$ cat src/source/uart_pkg.sv
package uart_pkg;

  // Register map, 16550 layout
  typedef enum logic [2:0] {
    REG_RBR_THR = 3'd0,
    REG_DLM_IER = 3'd1,
    REG_LCR     = 3'd3,
    REG_LSR     = 3'd5
  } uart_reg_e;

  typedef enum logic [1:0] {TX_IDLE, TX_START, TX_DATA, TX_STOP} tx_state_e;
  typedef enum logic [1:0] {RX_IDLE, RX_START, RX_DATA, RX_STOP} rx_state_e;

  // Oversample ticks per bit
  localparam int OVERSAMPLE = 16;
  // Divisor width, DLM:DLL
  localparam int DIV_W = 16;

  // Line status bits
  localparam int LSR_DR   = 0;
  localparam int LSR_OE   = 1;
  localparam int LSR_THRE = 5;
  localparam int LSR_TEMT = 6;

endpackage
$ cat src/source/uart_core.sv
`timescale 1ns/1ns
module uart_core #(
  parameter logic [uart_pkg::DIV_W-1:0] RESET_DIVISOR = 1
) (
  input  logic                clk_i,
  input  logic                rst_n_i,
  input  logic                wr_i,
  input  logic                rd_i,
  input  uart_pkg::uart_reg_e addr_i,
  input  logic [7:0]          wdata_i,
  output logic [7:0]          rdata_o,
  output logic                tx_o,
  input  logic                rx_i
);
  import uart_pkg::*;

  logic [DIV_W-1:0] divisor;
  logic             os_tick;
  logic             baud_tick;
  logic             tx_start;
  logic [7:0]       tx_data;
  logic             tx_busy;
  logic             rx_valid;
  logic [7:0]       rx_data;

  // Register file and line status
  uart_regs #(
    .RESET_DIVISOR(RESET_DIVISOR)
  ) u_regs (
    .clk_i      (clk_i),
    .rst_n_i    (rst_n_i),
    .wr_i       (wr_i),
    .rd_i       (rd_i),
    .addr_i     (addr_i),
    .wdata_i    (wdata_i),
    .rdata_o    (rdata_o),
    .divisor_o  (divisor),
    .tx_start_o (tx_start),
    .tx_data_o  (tx_data),
    .tx_busy_i  (tx_busy),
    .rx_valid_i (rx_valid),
    .rx_data_i  (rx_data)
  );

  // Tick enables, everything stays on clk_i
  uart_baud_gen u_baud_gen (
    .clk_i       (clk_i),
    .rst_n_i     (rst_n_i),
    .divisor_i   (divisor),
    .os_tick_o   (os_tick),
    .baud_tick_o (baud_tick)
  );

  uart_tx u_tx (
    .clk_i       (clk_i),
    .rst_n_i     (rst_n_i),
    .baud_tick_i (baud_tick),
    .tx_start_i  (tx_start),
    .tx_data_i   (tx_data),
    .tx_busy_o   (tx_busy),
    .tx_o        (tx_o)
  );

  uart_rx u_rx (
    .clk_i      (clk_i),
    .rst_n_i    (rst_n_i),
    .os_tick_i  (os_tick),
    .rx_i       (rx_i),
    .rx_valid_o (rx_valid),
    .rx_data_o  (rx_data)
  );

endmodule

$ cat src/source/uart_rx.sv
`timescale 1ns/1ns
module uart_rx (
  input  logic       clk_i,
  input  logic       rst_n_i,
  input  logic       os_tick_i,
  input  logic       rx_i,
  output logic       rx_valid_o,
  output logic [7:0] rx_data_o
);
  import uart_pkg::*;

  localparam int OS_W = $clog2(OVERSAMPLE);
  // Half a bit to the start-bit centre, one bit after that
  localparam logic [OS_W-1:0] HALF_LAST = OS_W'(OVERSAMPLE / 2 - 1);
  localparam logic [OS_W-1:0] FULL_LAST = OS_W'(OVERSAMPLE - 1);

  rx_state_e       state_q;
  logic [1:0]      sync_q;
  logic            rx_s;
  logic [OS_W-1:0] os_cnt_q;
  logic [2:0]      bit_cnt_q;
  logic [7:0]      shift_q;

  // Two flop synchronizer, line idles high
  always_ff @(posedge clk_i) begin
    if (!rst_n_i) begin
      sync_q <= 2'b11;
    end else begin
      sync_q <= {sync_q[0], rx_i};
    end
  end

  assign rx_s      = sync_q[1];
  assign rx_data_o = shift_q;

  // ------------------------------
  // Receive FSM
  // ------------------------------
  always_ff @(posedge clk_i) begin
    if (!rst_n_i) begin
      state_q    <= RX_IDLE;
      os_cnt_q   <= '0;
      bit_cnt_q  <= '0;
      rx_valid_o <= 1'b0;
    end else begin
      rx_valid_o <= 1'b0;
      case (state_q)
        RX_IDLE: begin
          if (!rx_s) begin
            state_q  <= RX_START;
            os_cnt_q <= '0;
          end
        end
        RX_START: begin
          if (os_tick_i) begin
            if (os_cnt_q == HALF_LAST) begin
              // Glitch filter, still low at the centre
              state_q   <= rx_s ? RX_IDLE : RX_DATA;
              os_cnt_q  <= '0;
              bit_cnt_q <= '0;
            end else begin
              os_cnt_q <= os_cnt_q + 1'b1;
            end
          end
        end
        RX_DATA: begin
          if (os_tick_i) begin
            os_cnt_q <= os_cnt_q + 1'b1;
            if (os_cnt_q == FULL_LAST) begin
              bit_cnt_q <= bit_cnt_q + 1'b1;
              if (bit_cnt_q == 3'd7) state_q <= RX_STOP;
            end
          end
        end
        RX_STOP: begin
          if (os_tick_i) begin
            os_cnt_q <= os_cnt_q + 1'b1;
            if (os_cnt_q == FULL_LAST) begin
              // Bad stop bit drops the byte
              rx_valid_o <= rx_s;
              state_q    <= RX_IDLE;
            end
          end
        end
        default: state_q <= RX_IDLE;
      endcase
    end
  end

  // Mid-bit sample, LSB arrives first
  always_ff @(posedge clk_i) begin
    if (state_q == RX_DATA && os_tick_i && os_cnt_q == FULL_LAST) begin
      shift_q <= {rx_s, shift_q[7:1]};
    end
  end

endmodule

$ cat src/source/uart_tx.sv
`timescale 1ns/1ns
module uart_tx (
  input  logic       clk_i,
  input  logic       rst_n_i,
  input  logic       baud_tick_i,
  input  logic       tx_start_i,
  input  logic [7:0] tx_data_i,
  output logic       tx_busy_o,
  output logic       tx_o
);
  import uart_pkg::*;

  tx_state_e  state_q;
  logic [7:0] shift_q;
  logic [2:0] bit_cnt_q;
  // Byte latched, waiting for a baud tick
  logic       pend_q;

  // Busy drops on the tick that ends the stop bit
  // so a held byte can follow without a gap
  assign tx_busy_o = pend_q ||
                     ((state_q != TX_IDLE) && !((state_q == TX_STOP) && baud_tick_i));

  always_ff @(posedge clk_i) begin
    if (tx_start_i) begin
      shift_q <= tx_data_i;
    end else if (baud_tick_i && (state_q == TX_START || state_q == TX_DATA)) begin
      // LSB first
      shift_q <= {1'b0, shift_q[7:1]};
    end
  end

  // ------------------------------
  // Frame FSM
  // ------------------------------
  always_ff @(posedge clk_i) begin
    if (!rst_n_i) begin
      state_q   <= TX_IDLE;
      pend_q    <= 1'b0;
      bit_cnt_q <= '0;
      tx_o      <= 1'b1;
    end else begin
      case (state_q)
        TX_IDLE: begin
          if (tx_start_i || pend_q) begin
            if (baud_tick_i) begin
              state_q <= TX_START;
              pend_q  <= 1'b0;
              tx_o    <= 1'b0;
            end else begin
              pend_q  <= 1'b1;
            end
          end
        end
        TX_START: begin
          if (baud_tick_i) begin
            state_q   <= TX_DATA;
            bit_cnt_q <= '0;
            tx_o      <= shift_q[0];
          end
        end
        TX_DATA: begin
          if (baud_tick_i) begin
            if (bit_cnt_q == 3'd7) begin
              state_q <= TX_STOP;
              tx_o    <= 1'b1;
            end else begin
              bit_cnt_q <= bit_cnt_q + 1'b1;
              tx_o      <= shift_q[0];
            end
          end
        end
        TX_STOP: begin
          // Back to back frame starts right here
          if (baud_tick_i) begin
            state_q <= tx_start_i ? TX_START : TX_IDLE;
            tx_o    <= !tx_start_i;
          end
        end
        default: state_q <= TX_IDLE;
      endcase
    end
  end

endmodule

$ cat src/source/uart_baud_gen.sv
`timescale 1ns/1ns
module uart_baud_gen (
  input  logic                       clk_i,
  input  logic                       rst_n_i,
  input  logic [uart_pkg::DIV_W-1:0] divisor_i,
  output logic                       os_tick_o,
  output logic                       baud_tick_o
);
  import uart_pkg::*;

  localparam int OS_W = $clog2(OVERSAMPLE);
  localparam logic [OS_W-1:0] OS_LAST = OS_W'(OVERSAMPLE - 1);

  logic [DIV_W-1:0] div_q;
  logic [DIV_W-1:0] div_eff;
  logic [DIV_W-1:0] os_cnt_q;
  logic [OS_W-1:0]  tick_cnt_q;

  // Zero divisor behaves as one
  assign div_eff = (divisor_i == '0) ? DIV_W'(1) : divisor_i;

  // ------------------------------
  // Oversample and baud enables
  // ------------------------------
  always_ff @(posedge clk_i) begin
    if (!rst_n_i) begin
      div_q       <= '0;
      os_cnt_q    <= '0;
      tick_cnt_q  <= '0;
      os_tick_o   <= 1'b0;
      baud_tick_o <= 1'b0;
    end else if (divisor_i != div_q) begin
      // New divisor, restart both counters
      div_q       <= divisor_i;
      os_cnt_q    <= div_eff - 1'b1;
      tick_cnt_q  <= '0;
      os_tick_o   <= 1'b0;
      baud_tick_o <= 1'b0;
    end else if (os_cnt_q == '0) begin
      // One pulse per divisor cycles
      os_cnt_q    <= div_eff - 1'b1;
      os_tick_o   <= 1'b1;
      // Every 16th oversample tick ends a bit
      baud_tick_o <= (tick_cnt_q == OS_LAST);
      tick_cnt_q  <= (tick_cnt_q == OS_LAST) ? '0 : tick_cnt_q + 1'b1;
    end else begin
      os_cnt_q    <= os_cnt_q - 1'b1;
      os_tick_o   <= 1'b0;
      baud_tick_o <= 1'b0;
    end
  end

endmodule

$ cat src/source/uart_regs.sv
`timescale 1ns/1ns
module uart_regs #(
  parameter logic [uart_pkg::DIV_W-1:0] RESET_DIVISOR = 1
) (
  input  logic                        clk_i,
  input  logic                        rst_n_i,
  input  logic                        wr_i,
  input  logic                        rd_i,
  input  uart_pkg::uart_reg_e         addr_i,
  input  logic [7:0]                  wdata_i,
  output logic [7:0]                  rdata_o,
  output logic [uart_pkg::DIV_W-1:0]  divisor_o,
  output logic                        tx_start_o,
  output logic [7:0]                  tx_data_o,
  input  logic                        tx_busy_i,
  input  logic                        rx_valid_i,
  input  logic [7:0]                  rx_data_i
);
  import uart_pkg::*;

  logic [DIV_W-1:0] div_q;
  logic             dlab_q;
  logic [7:0]       thr_q;
  logic             thr_full_q;
  logic [7:0]       rbr_q;
  logic             dr_q;
  logic             oe_q;
  logic [7:0]       lsr;
  logic             thr_wr;
  logic             rbr_rd;
  logic             lsr_rd;

  // ------------------------------
  // Address decode
  // ------------------------------
  // DLAB steers offset 0 and 1 to the divisor
  assign thr_wr = wr_i && (addr_i == REG_RBR_THR) && !dlab_q;
  assign rbr_rd = rd_i && (addr_i == REG_RBR_THR) && !dlab_q;
  assign lsr_rd = rd_i && (addr_i == REG_LSR);

  // Holding byte goes out once transmitter is free
  assign tx_start_o = thr_full_q && !tx_busy_i;
  assign tx_data_o  = thr_q;
  assign divisor_o  = div_q;

  // Line status
  always_comb begin
    lsr           = '0;
    lsr[LSR_DR]   = dr_q;
    lsr[LSR_OE]   = oe_q;
    lsr[LSR_THRE] = !thr_full_q;
    // Nothing held and nothing on the line
    lsr[LSR_TEMT] = !thr_full_q && !tx_busy_i;
  end

  // ------------------------------
  // Control registers
  // ------------------------------
  always_ff @(posedge clk_i) begin
    if (!rst_n_i) begin
      div_q  <= RESET_DIVISOR;
      dlab_q <= 1'b0;
    end else if (wr_i) begin
      case (addr_i)
        REG_RBR_THR: if (dlab_q) div_q[7:0] <= wdata_i;
        REG_DLM_IER: if (dlab_q) div_q[DIV_W-1:8] <= wdata_i;
        // Only DLAB kept in LCR
        REG_LCR:     dlab_q <= wdata_i[7];
        default:     ;
      endcase
    end
  end

  // Transmit holding register, writes while full are dropped
  always_ff @(posedge clk_i) begin
    if (!rst_n_i) begin
      thr_full_q <= 1'b0;
    end else if (tx_start_o) begin
      thr_full_q <= 1'b0;
    end else if (thr_wr) begin
      thr_full_q <= 1'b1;
    end
  end

  always_ff @(posedge clk_i) begin
    if (thr_wr && !thr_full_q) begin
      thr_q <= wdata_i;
    end
  end

  // ------------------------------
  // Receive side
  // ------------------------------
  // New byte always lands in RBR
  always_ff @(posedge clk_i) begin
    if (rx_valid_i) begin
      rbr_q <= rx_data_i;
    end
  end

  always_ff @(posedge clk_i) begin
    if (!rst_n_i) begin
      dr_q <= 1'b0;
      oe_q <= 1'b0;
    end else begin
      if (rx_valid_i) dr_q <= 1'b1;
      else if (rbr_rd) dr_q <= 1'b0;
      // Unread byte overwritten
      if (rx_valid_i && dr_q && !rbr_rd) oe_q <= 1'b1;
      else if (lsr_rd) oe_q <= 1'b0;
    end
  end

  // Registered read data
  always_ff @(posedge clk_i) begin
    if (!rst_n_i) begin
      rdata_o <= 8'h00;
    end else if (rd_i) begin
      case (addr_i)
        REG_RBR_THR: rdata_o <= dlab_q ? div_q[7:0] : rbr_q;
        REG_DLM_IER: rdata_o <= dlab_q ? div_q[DIV_W-1:8] : 8'h00;
        REG_LCR:     rdata_o <= {dlab_q, 7'b0};
        REG_LSR:     rdata_o <= lsr;
        default:     rdata_o <= 8'h00;
      endcase
    end
  end

endmodule

$ cat config.mk
export PLATFORM = sky130hd
export DESIGN_NAME = uart_core
export DESIGN_NICKNAME = d
export VERILOG_FILES = /design/src/source/uart_pkg.sv /design/src/source/uart_core.sv /design/src/source/uart_rx.sv /design/src/source/uart_tx.sv /design/src/source/uart_baud_gen.sv /design/src/source/uart_regs.sv
export SDC_FILE = /design/constraint.sdc
export NUM_CORES = 1
export LEC_CHECK = 0
export ABC_CLOCK_PERIOD_IN_PS = 3400
export BUFFER_PORTS_ARGS = -buffer_cell sky130_fd_sc_hd__buf_2
export CAP_MARGIN = 20
export CORE_UTILIZATION = 37
export CTS_BUF_LIST = sky130_fd_sc_hd__clkbuf_16
export CTS_CLUSTER_DIAMETER = 60
export CTS_CLUSTER_SIZE = 8
export DETAILED_ROUTE_END_ITERATION = 10
export MAX_ROUTING_LAYER = met4
export PLACE_DENSITY = 0.6
export SYNTH_ARGS = -nofsm -noshare
export SYNTH_HDL_FRONTEND = slang
export SYNTH_HIERARCHICAL = 1
export SYNTH_SLANG_ARGS = --single-unit
$ cat constraint.sdc
create_clock -name clk_i -period 3.4 [get_ports clk_i]
set_clock_uncertainty 0.05 [all_clocks]
set_input_delay 0.68 -clock clk_i [delete_from_list [all_inputs] [get_ports clk_i]]
set_output_delay 0.68 -clock clk_i [all_outputs]
set_load 0.02 [all_outputs]
==> Word-level counts from Yosys, hierarchy flattened <==
Index checks and enable logic that the tools add are counted.
Widths: inputs -> output; s select.
{ "word_totals": {"mem_bits_rw": 0, "out_inout_bits": 9, "rom_bits": 0, "register_bits": 117, "latch_bits": 0, "memories": 0} }
{ "classes": {"n_bitwise": 2, "n_shift": 0, "div": 0, "magnitude_cmp": 0, "n_addsub": 6, "n_mux": 54, "n_mul": 0, "n_eq_ne": 31, "n_reduce_logical": 50} }
{ "op_table": {"columns": ["operator", "count"], "rows": [
  ["$mux 16", 3],
  ["$logic_not 16->1", 2],
  ["$mux 8", 4],
  ["$pmux 8 s4", 1],
  ["$sub 16x1->16 const B", 2],
  ["$mux 2", 15],
  ["$mux 3", 7],
  ["$mux 4", 5],
  ["$ne 2x2->1 const B", 10],
  ["$ne 16x16->1", 1],
  ["$pmux 2 s4", 2],
  ["$logic_and 1x1->1", 15],
  ["$mux 1", 13],
  ["$ne 2x1->1 const B", 6],
  ["$pmux 3 s2", 2],
  ["$pmux 4 s3", 1],
  ["$reduce_bool 2->1", 6],
  ["$reduce_and 5->1", 2],
  ["$eq 3x3->1 const B", 3],
  ["$reduce_and 3->1", 3],
  ["$add 4x1->4 const B", 2],
  ["$eq 2x2->1 const B", 4],
  ["$eq 4x4->1 const B", 2],
  ["$reduce_and 4->1", 2],
  ["other kinds (16)", 30]
]} }

==> Longest topological paths before layout <==
{ "depth": {"depth_word": 10, "ltp_mapped": 12, "ltp_nobuf": 9} }

==> By module <==
Netlist, hierarchy kept.
{ "by_module_without_submodules": {"columns": ["mod", "n_inst", "cells_per_inst", "area_per_inst_um2", "seq_area_each_um2"], "rows": [
  ["uart_baud_gen", 1, 228, 2015.7, 760.7],
  ["uart_regs", 1, 178, 1873.0, 1041.0],
  ["uart_rx", 1, 74, 869.6, 480.5],
  ["uart_tx", 1, 70, 828.3, 380.4]
]} }

==> Worst setup path before layout <==
Ideal clock, no wire load.
{ "synth_path": {"path_kind": "flip-flop to flip-flop", "from": "reg u_regs.div_q[4] (netlist: u_regs/divisor_o[4])", "to": "reg u_baud_gen.os_cnt_q[12]", "n_path_buf": 3, "stages_incl_launch_ff": 13, "slack_ns": 0.825, "required_time_ns": 3.264, "synth_period_minus_slack_ns": 2.575, "t_arrival_ns": 2.440, "cell_sequence": "dfxtp_1 clkbuf_1 or4_1 buf_2 nor3_1 a21oi_1 ha_1 or3b_2 clkbuf_1 nor4_1 xor2_1 a21oi_1 a211oi_1"} }
{ "synth_via": {"elab_chain_cells": 5, "elab_cells_between_ends": 6} }
{ "synth_rtl": {"columns": ["item", "line", "text"], "rows": [
  ["start: declaration", "uart_regs.sv:21", "logic [DIV_W-1:0] div_q;"],
  ["start signal: assignment", "uart_regs.sv:65", "REG_RBR_THR: if (dlab_q) div_q[7:0] <= wdata_i;"],
  ["start signal: indexed assignment", "uart_regs.sv:66", "REG_DLM_IER: if (dlab_q) div_q[DIV_W-1:8] <= wdata_i;"],
  ["$logic_not 16->1", "uart_baud_gen.sv:20", "assign div_eff = (divisor_i == '0) ? DIV_W'(1) : divisor_i;"],
  ["$mux 16", "uart_baud_gen.sv:20", null],
  ["$sub 16x1->16", "uart_baud_gen.sv:35, uart_baud_gen.sv:41", null],
  ["$mux 16", "uart_baud_gen.sv:39", "end else if (os_cnt_q == '0) begin"],
  ["$mux 16 *", "uart_baud_gen.sv:32", "end else if (divisor_i != div_q) begin"],
  ["end signal: assignment", "uart_baud_gen.sv:35", "os_cnt_q <= div_eff - 1'b1;"],
  ["end signal: assignment", "uart_baud_gen.sv:41", "os_cnt_q <= div_eff - 1'b1;"],
  ["end signal: assignment", "uart_baud_gen.sv:47", "os_cnt_q <= os_cnt_q - 1'b1;"],
  ["end: declaration", "uart_baud_gen.sv:16", "logic [DIV_W-1:0] os_cnt_q;"]
]} }
Mark *: on every way between the ends. The rest lies on a longest branch, timed or not.
A chain may end at the register's enable or synchronous reset.

==> Worst setup path in the final report <==
{ "layout_path": {"from": "reg u_regs.div_q[11] (netlist: u_regs/divisor_o[11])", "to": "reg u_baud_gen.os_cnt_q[12]"} }
The elaborated chain is that of the path after synthesis.

==> results.toml <==
[power_and_ir_drop]
internal-power_mw = 2.70
power_frac_comb_pct = 8.2
p_leak_nw = 2.40
swShare_pct = 23.2
power_frac_clock_pct = 49.4
switchingPower_mw = 0.817
p_per_area_mw_per_mm2 = 548
p_seq_share_pct = 42.5
ir_drop_uv = 500

[critical_path]
path_class = "flip-flop to flip-flop"
crit_fanout = 10
crit_required_ps = 3690
worst_setup_path_end_kind = "flip-flop"
start_kind = "flip-flop"
arrival_ps = 3020

[timing]
tightest_slew_ps = 718
final-setup-viol-count = 0
timing.slew.headroom_pct = 52.0
fin_tns_setup_ps = 0
finalCritPeriodShare_pct = 80.5
fmax_ghz = 0.365
finalCriticalPeriod_ps = 2740
hold_violations = 0
rsz0062_at_grt = "no"
maxSlewViolCount = 0

[synth]
async_reset_ff_share_pct = 0
synth.most_common_cell = "dfxtp_1"
syn_inst = 550
synthFlopType = "dfxtp_1"
ys_ff_latch = 117
yosys.area.top_type_share_pct = 30.5
ys_warn_count = 6
syn_nets = 580
synth_area_leaders = "dfxtp_1 (30%), edfxtp_1 (17%), xor2_1 (3.6%), a21oi_1 (3.3%), mux2_2 (3.2%)"
synth_edf_count = 32
synthesis.area_mm2 = 0.00559
seq_area_frac_synth_pct = 47.7
synthTopCellsByCount = "dfxtp_1 (85), a21oi_1 (37), nand3_1 (33), o21ai_0 (33), edfxtp_1 (32)"
synth_top_cell_by_area = "dfxtp_1"
avgSynthCellArea_um2 = 10.2
ys_types = 74

[clock_tree]
cts.repair.resized = 0
cts_max_path_buffers = 2
clock-sinks = 117
postCtsSetupRepairBufs = 0
root_buffer = "clkbuf_16"
clkTransAtPathRegs_ps = 50
clk_latency_ps = 420
cts_buffers = 17
hold_buffers = 0
htreeDepth = 4
cts_tree = "done"

[routing]
routed_wl_mm = 13.6
firstDrtPassIters = 8
drc = 2
vias = 4300
wl_per_cell_um = 17.8
drtAntennaViolNets = 0
via_per_inst = 5.62
drtIter0Drc = 333

[floorplan]
die_h_um = 125
die_x_um = 125
core_area_mm2 = 0.0146
ios = 25
start_util_pct = 38.1
die_area_mm2 = 0.0156
rows = 44

[layout]
antenna_cells = 0
drive_gt1_share_pct = 15.8
nets = 598
syn2layout_area_growth_pct = 14.8
fin_util_pct = 43.8
stdcell_area_mm2 = 0.00641

[placement]
port_buffers = 24
dp_hpwl_mm = 9.69
place.gp.congestion = 0.894
postPlaceCellArea_mm2 = 0.00583

[global_routing]
grt_pass1_vias = 4174
grt_antenna_before_repair = 0
met2_usage_pct = 28.8
grt_pass1_wl_mm = 22.0
gr-total-overflow = 0
grt_util_met1_pct = 23.2
grtUsageMet3_pct = 5.28
grt_max_degree = 26
grtUsageTotal_pct = 18.9
busiest_layer = "met2"

[run]
cap_violations = 0

[worst_hold_path]
hold_class = "flip-flop to flip-flop"

[outcome]
violations = "design-rule violations"
status = "complete, but fails checks"
worst max-delay path: stages (launching register included):
cell and delay [ps]:
dfxtp_1 530, or4_1 280, nor2_1 110, a21oi_1 190, ha_1 200, or3b_2 560, nor4_1 260, xor2_1 180
a21oi_1 60, a211oi_1 230
metrics by stage:
| step | hold WS (ps) | std cells | setup slack, ps | total power, mW |
|---|---|---|---|---|
| floorplan | 336 | 550 | 825 | 1.72 |
| global placement | 343 | 733 | 758 | 1.80 |
| detailed placement | 363 | 733 | 709 | 1.80 |
| CTS | 380 | 765 | 692 | 3.54 |
| global route | 391 | 765 | 408 | 3.65 |
| finish | 379 | 765 | 663 | 3.52 |
path summary, 6_finish.rpt:
kind | startpoint | to | slack [ps] | depth (start not counted)
max reg2reg | u_regs/divisor_o[11] | u_baud_gen/os_cnt_q[12] | 660 | 9
min | u_rx/sync_q[0] | u_rx/sync_q[1] | 380 | 1
max | u_regs/divisor_o[11] | u_baud_gen/os_cnt_q[12] | 660 | 9
min reg2reg | u_rx/sync_q[0] | u_rx/sync_q[1] | 380 | 1
cells in the final DEF, fill, tap and decap left out, types with 3 or more instances in the layout:
cell type	count
nor3b_1	3
xnor2_1	13
a22oi_1	6
nand2b_1	5
nor2_1	18
ha_1	14
or4_1	6
o31ai_1	4
and2_1	17
nor4_1	13
buf_2	24
dfxtp_1	85
buf_4	8
a21oi_1	37
nor3_1	13
a211oi_1	13
nand2_1	20
or3_1	8
inv_1	19
mux2_2	16
and3_1	5
o21a_1	3
o21ai_0	33
bufinv_16	3
a32oi_1	4
o211ai_1	3
xor2_1	23
edfxtp_1	32
nand3_1	33
nand3b_1	4
clkinv_2	3
mux2i_1	6
a311oi_1	4
clkbuf_16	17
nor2b_1	9
power by group through the flow:
stage	logic, mW	clock network [mW]	registers (mW)
2_1_floorplan	0.210	0	1.51
3_3_place_gp	0.281	0	1.52
3_5_place_dp	0.283	0	1.52
4_1_cts	0.286	1.77	1.49
5_1_grt	0.318	1.83	1.50
6_report	0.288	1.73	1.49
cell families after synthesis:
group	synth area share (%)
xor gates and xnor gates	5.64
AOI/OAI and AO/OA	17.3
muxes	4.30
buffers and inverters	3.85
adders and majority gates	3.14
and+or+nand+nor	18.1
DFF	47.7
layout make-up:
class | count | area (um2)
Timing Repair Buffer | 32 | 180
Sequential cell | 117 | 2660
Fill cell | 1378 | 8230
Inverter | 14 | 52.6
Tap cell | 184 | 230
Clock inverter | 15 | 151
Multi-Input combinational cell | 386 | 2710
Clock buffer | 17 | 425
flip-flops by register name, indices dropped and copies added, names as in the netlist, 2 cells and up, named ones only:
register	cells
u_baud_gen/div_q	16
u_baud_gen/os_cnt_q	16
u_regs/divisor_o	16
u_regs/rbr_q	8
u_regs/rdata_o	8
u_regs/tx_data_o	8
u_rx/rx_data_o	8
u_tx/shift_q	8
u_baud_gen/tick_cnt_q	4
u_rx/os_cnt_q	4
u_rx/bit_cnt_q	3
u_tx/bit_cnt_q	3
u_rx/sync_q	2
u_tx/state_q	2
layer usage:
metal	vias up	wire (um)
met5	-	0
met4	0	368
met3	26	706
met2	126	6300
met1	2060	6210
li1	2088	-
Note: power is estimated with default switching activity, not from simulation.
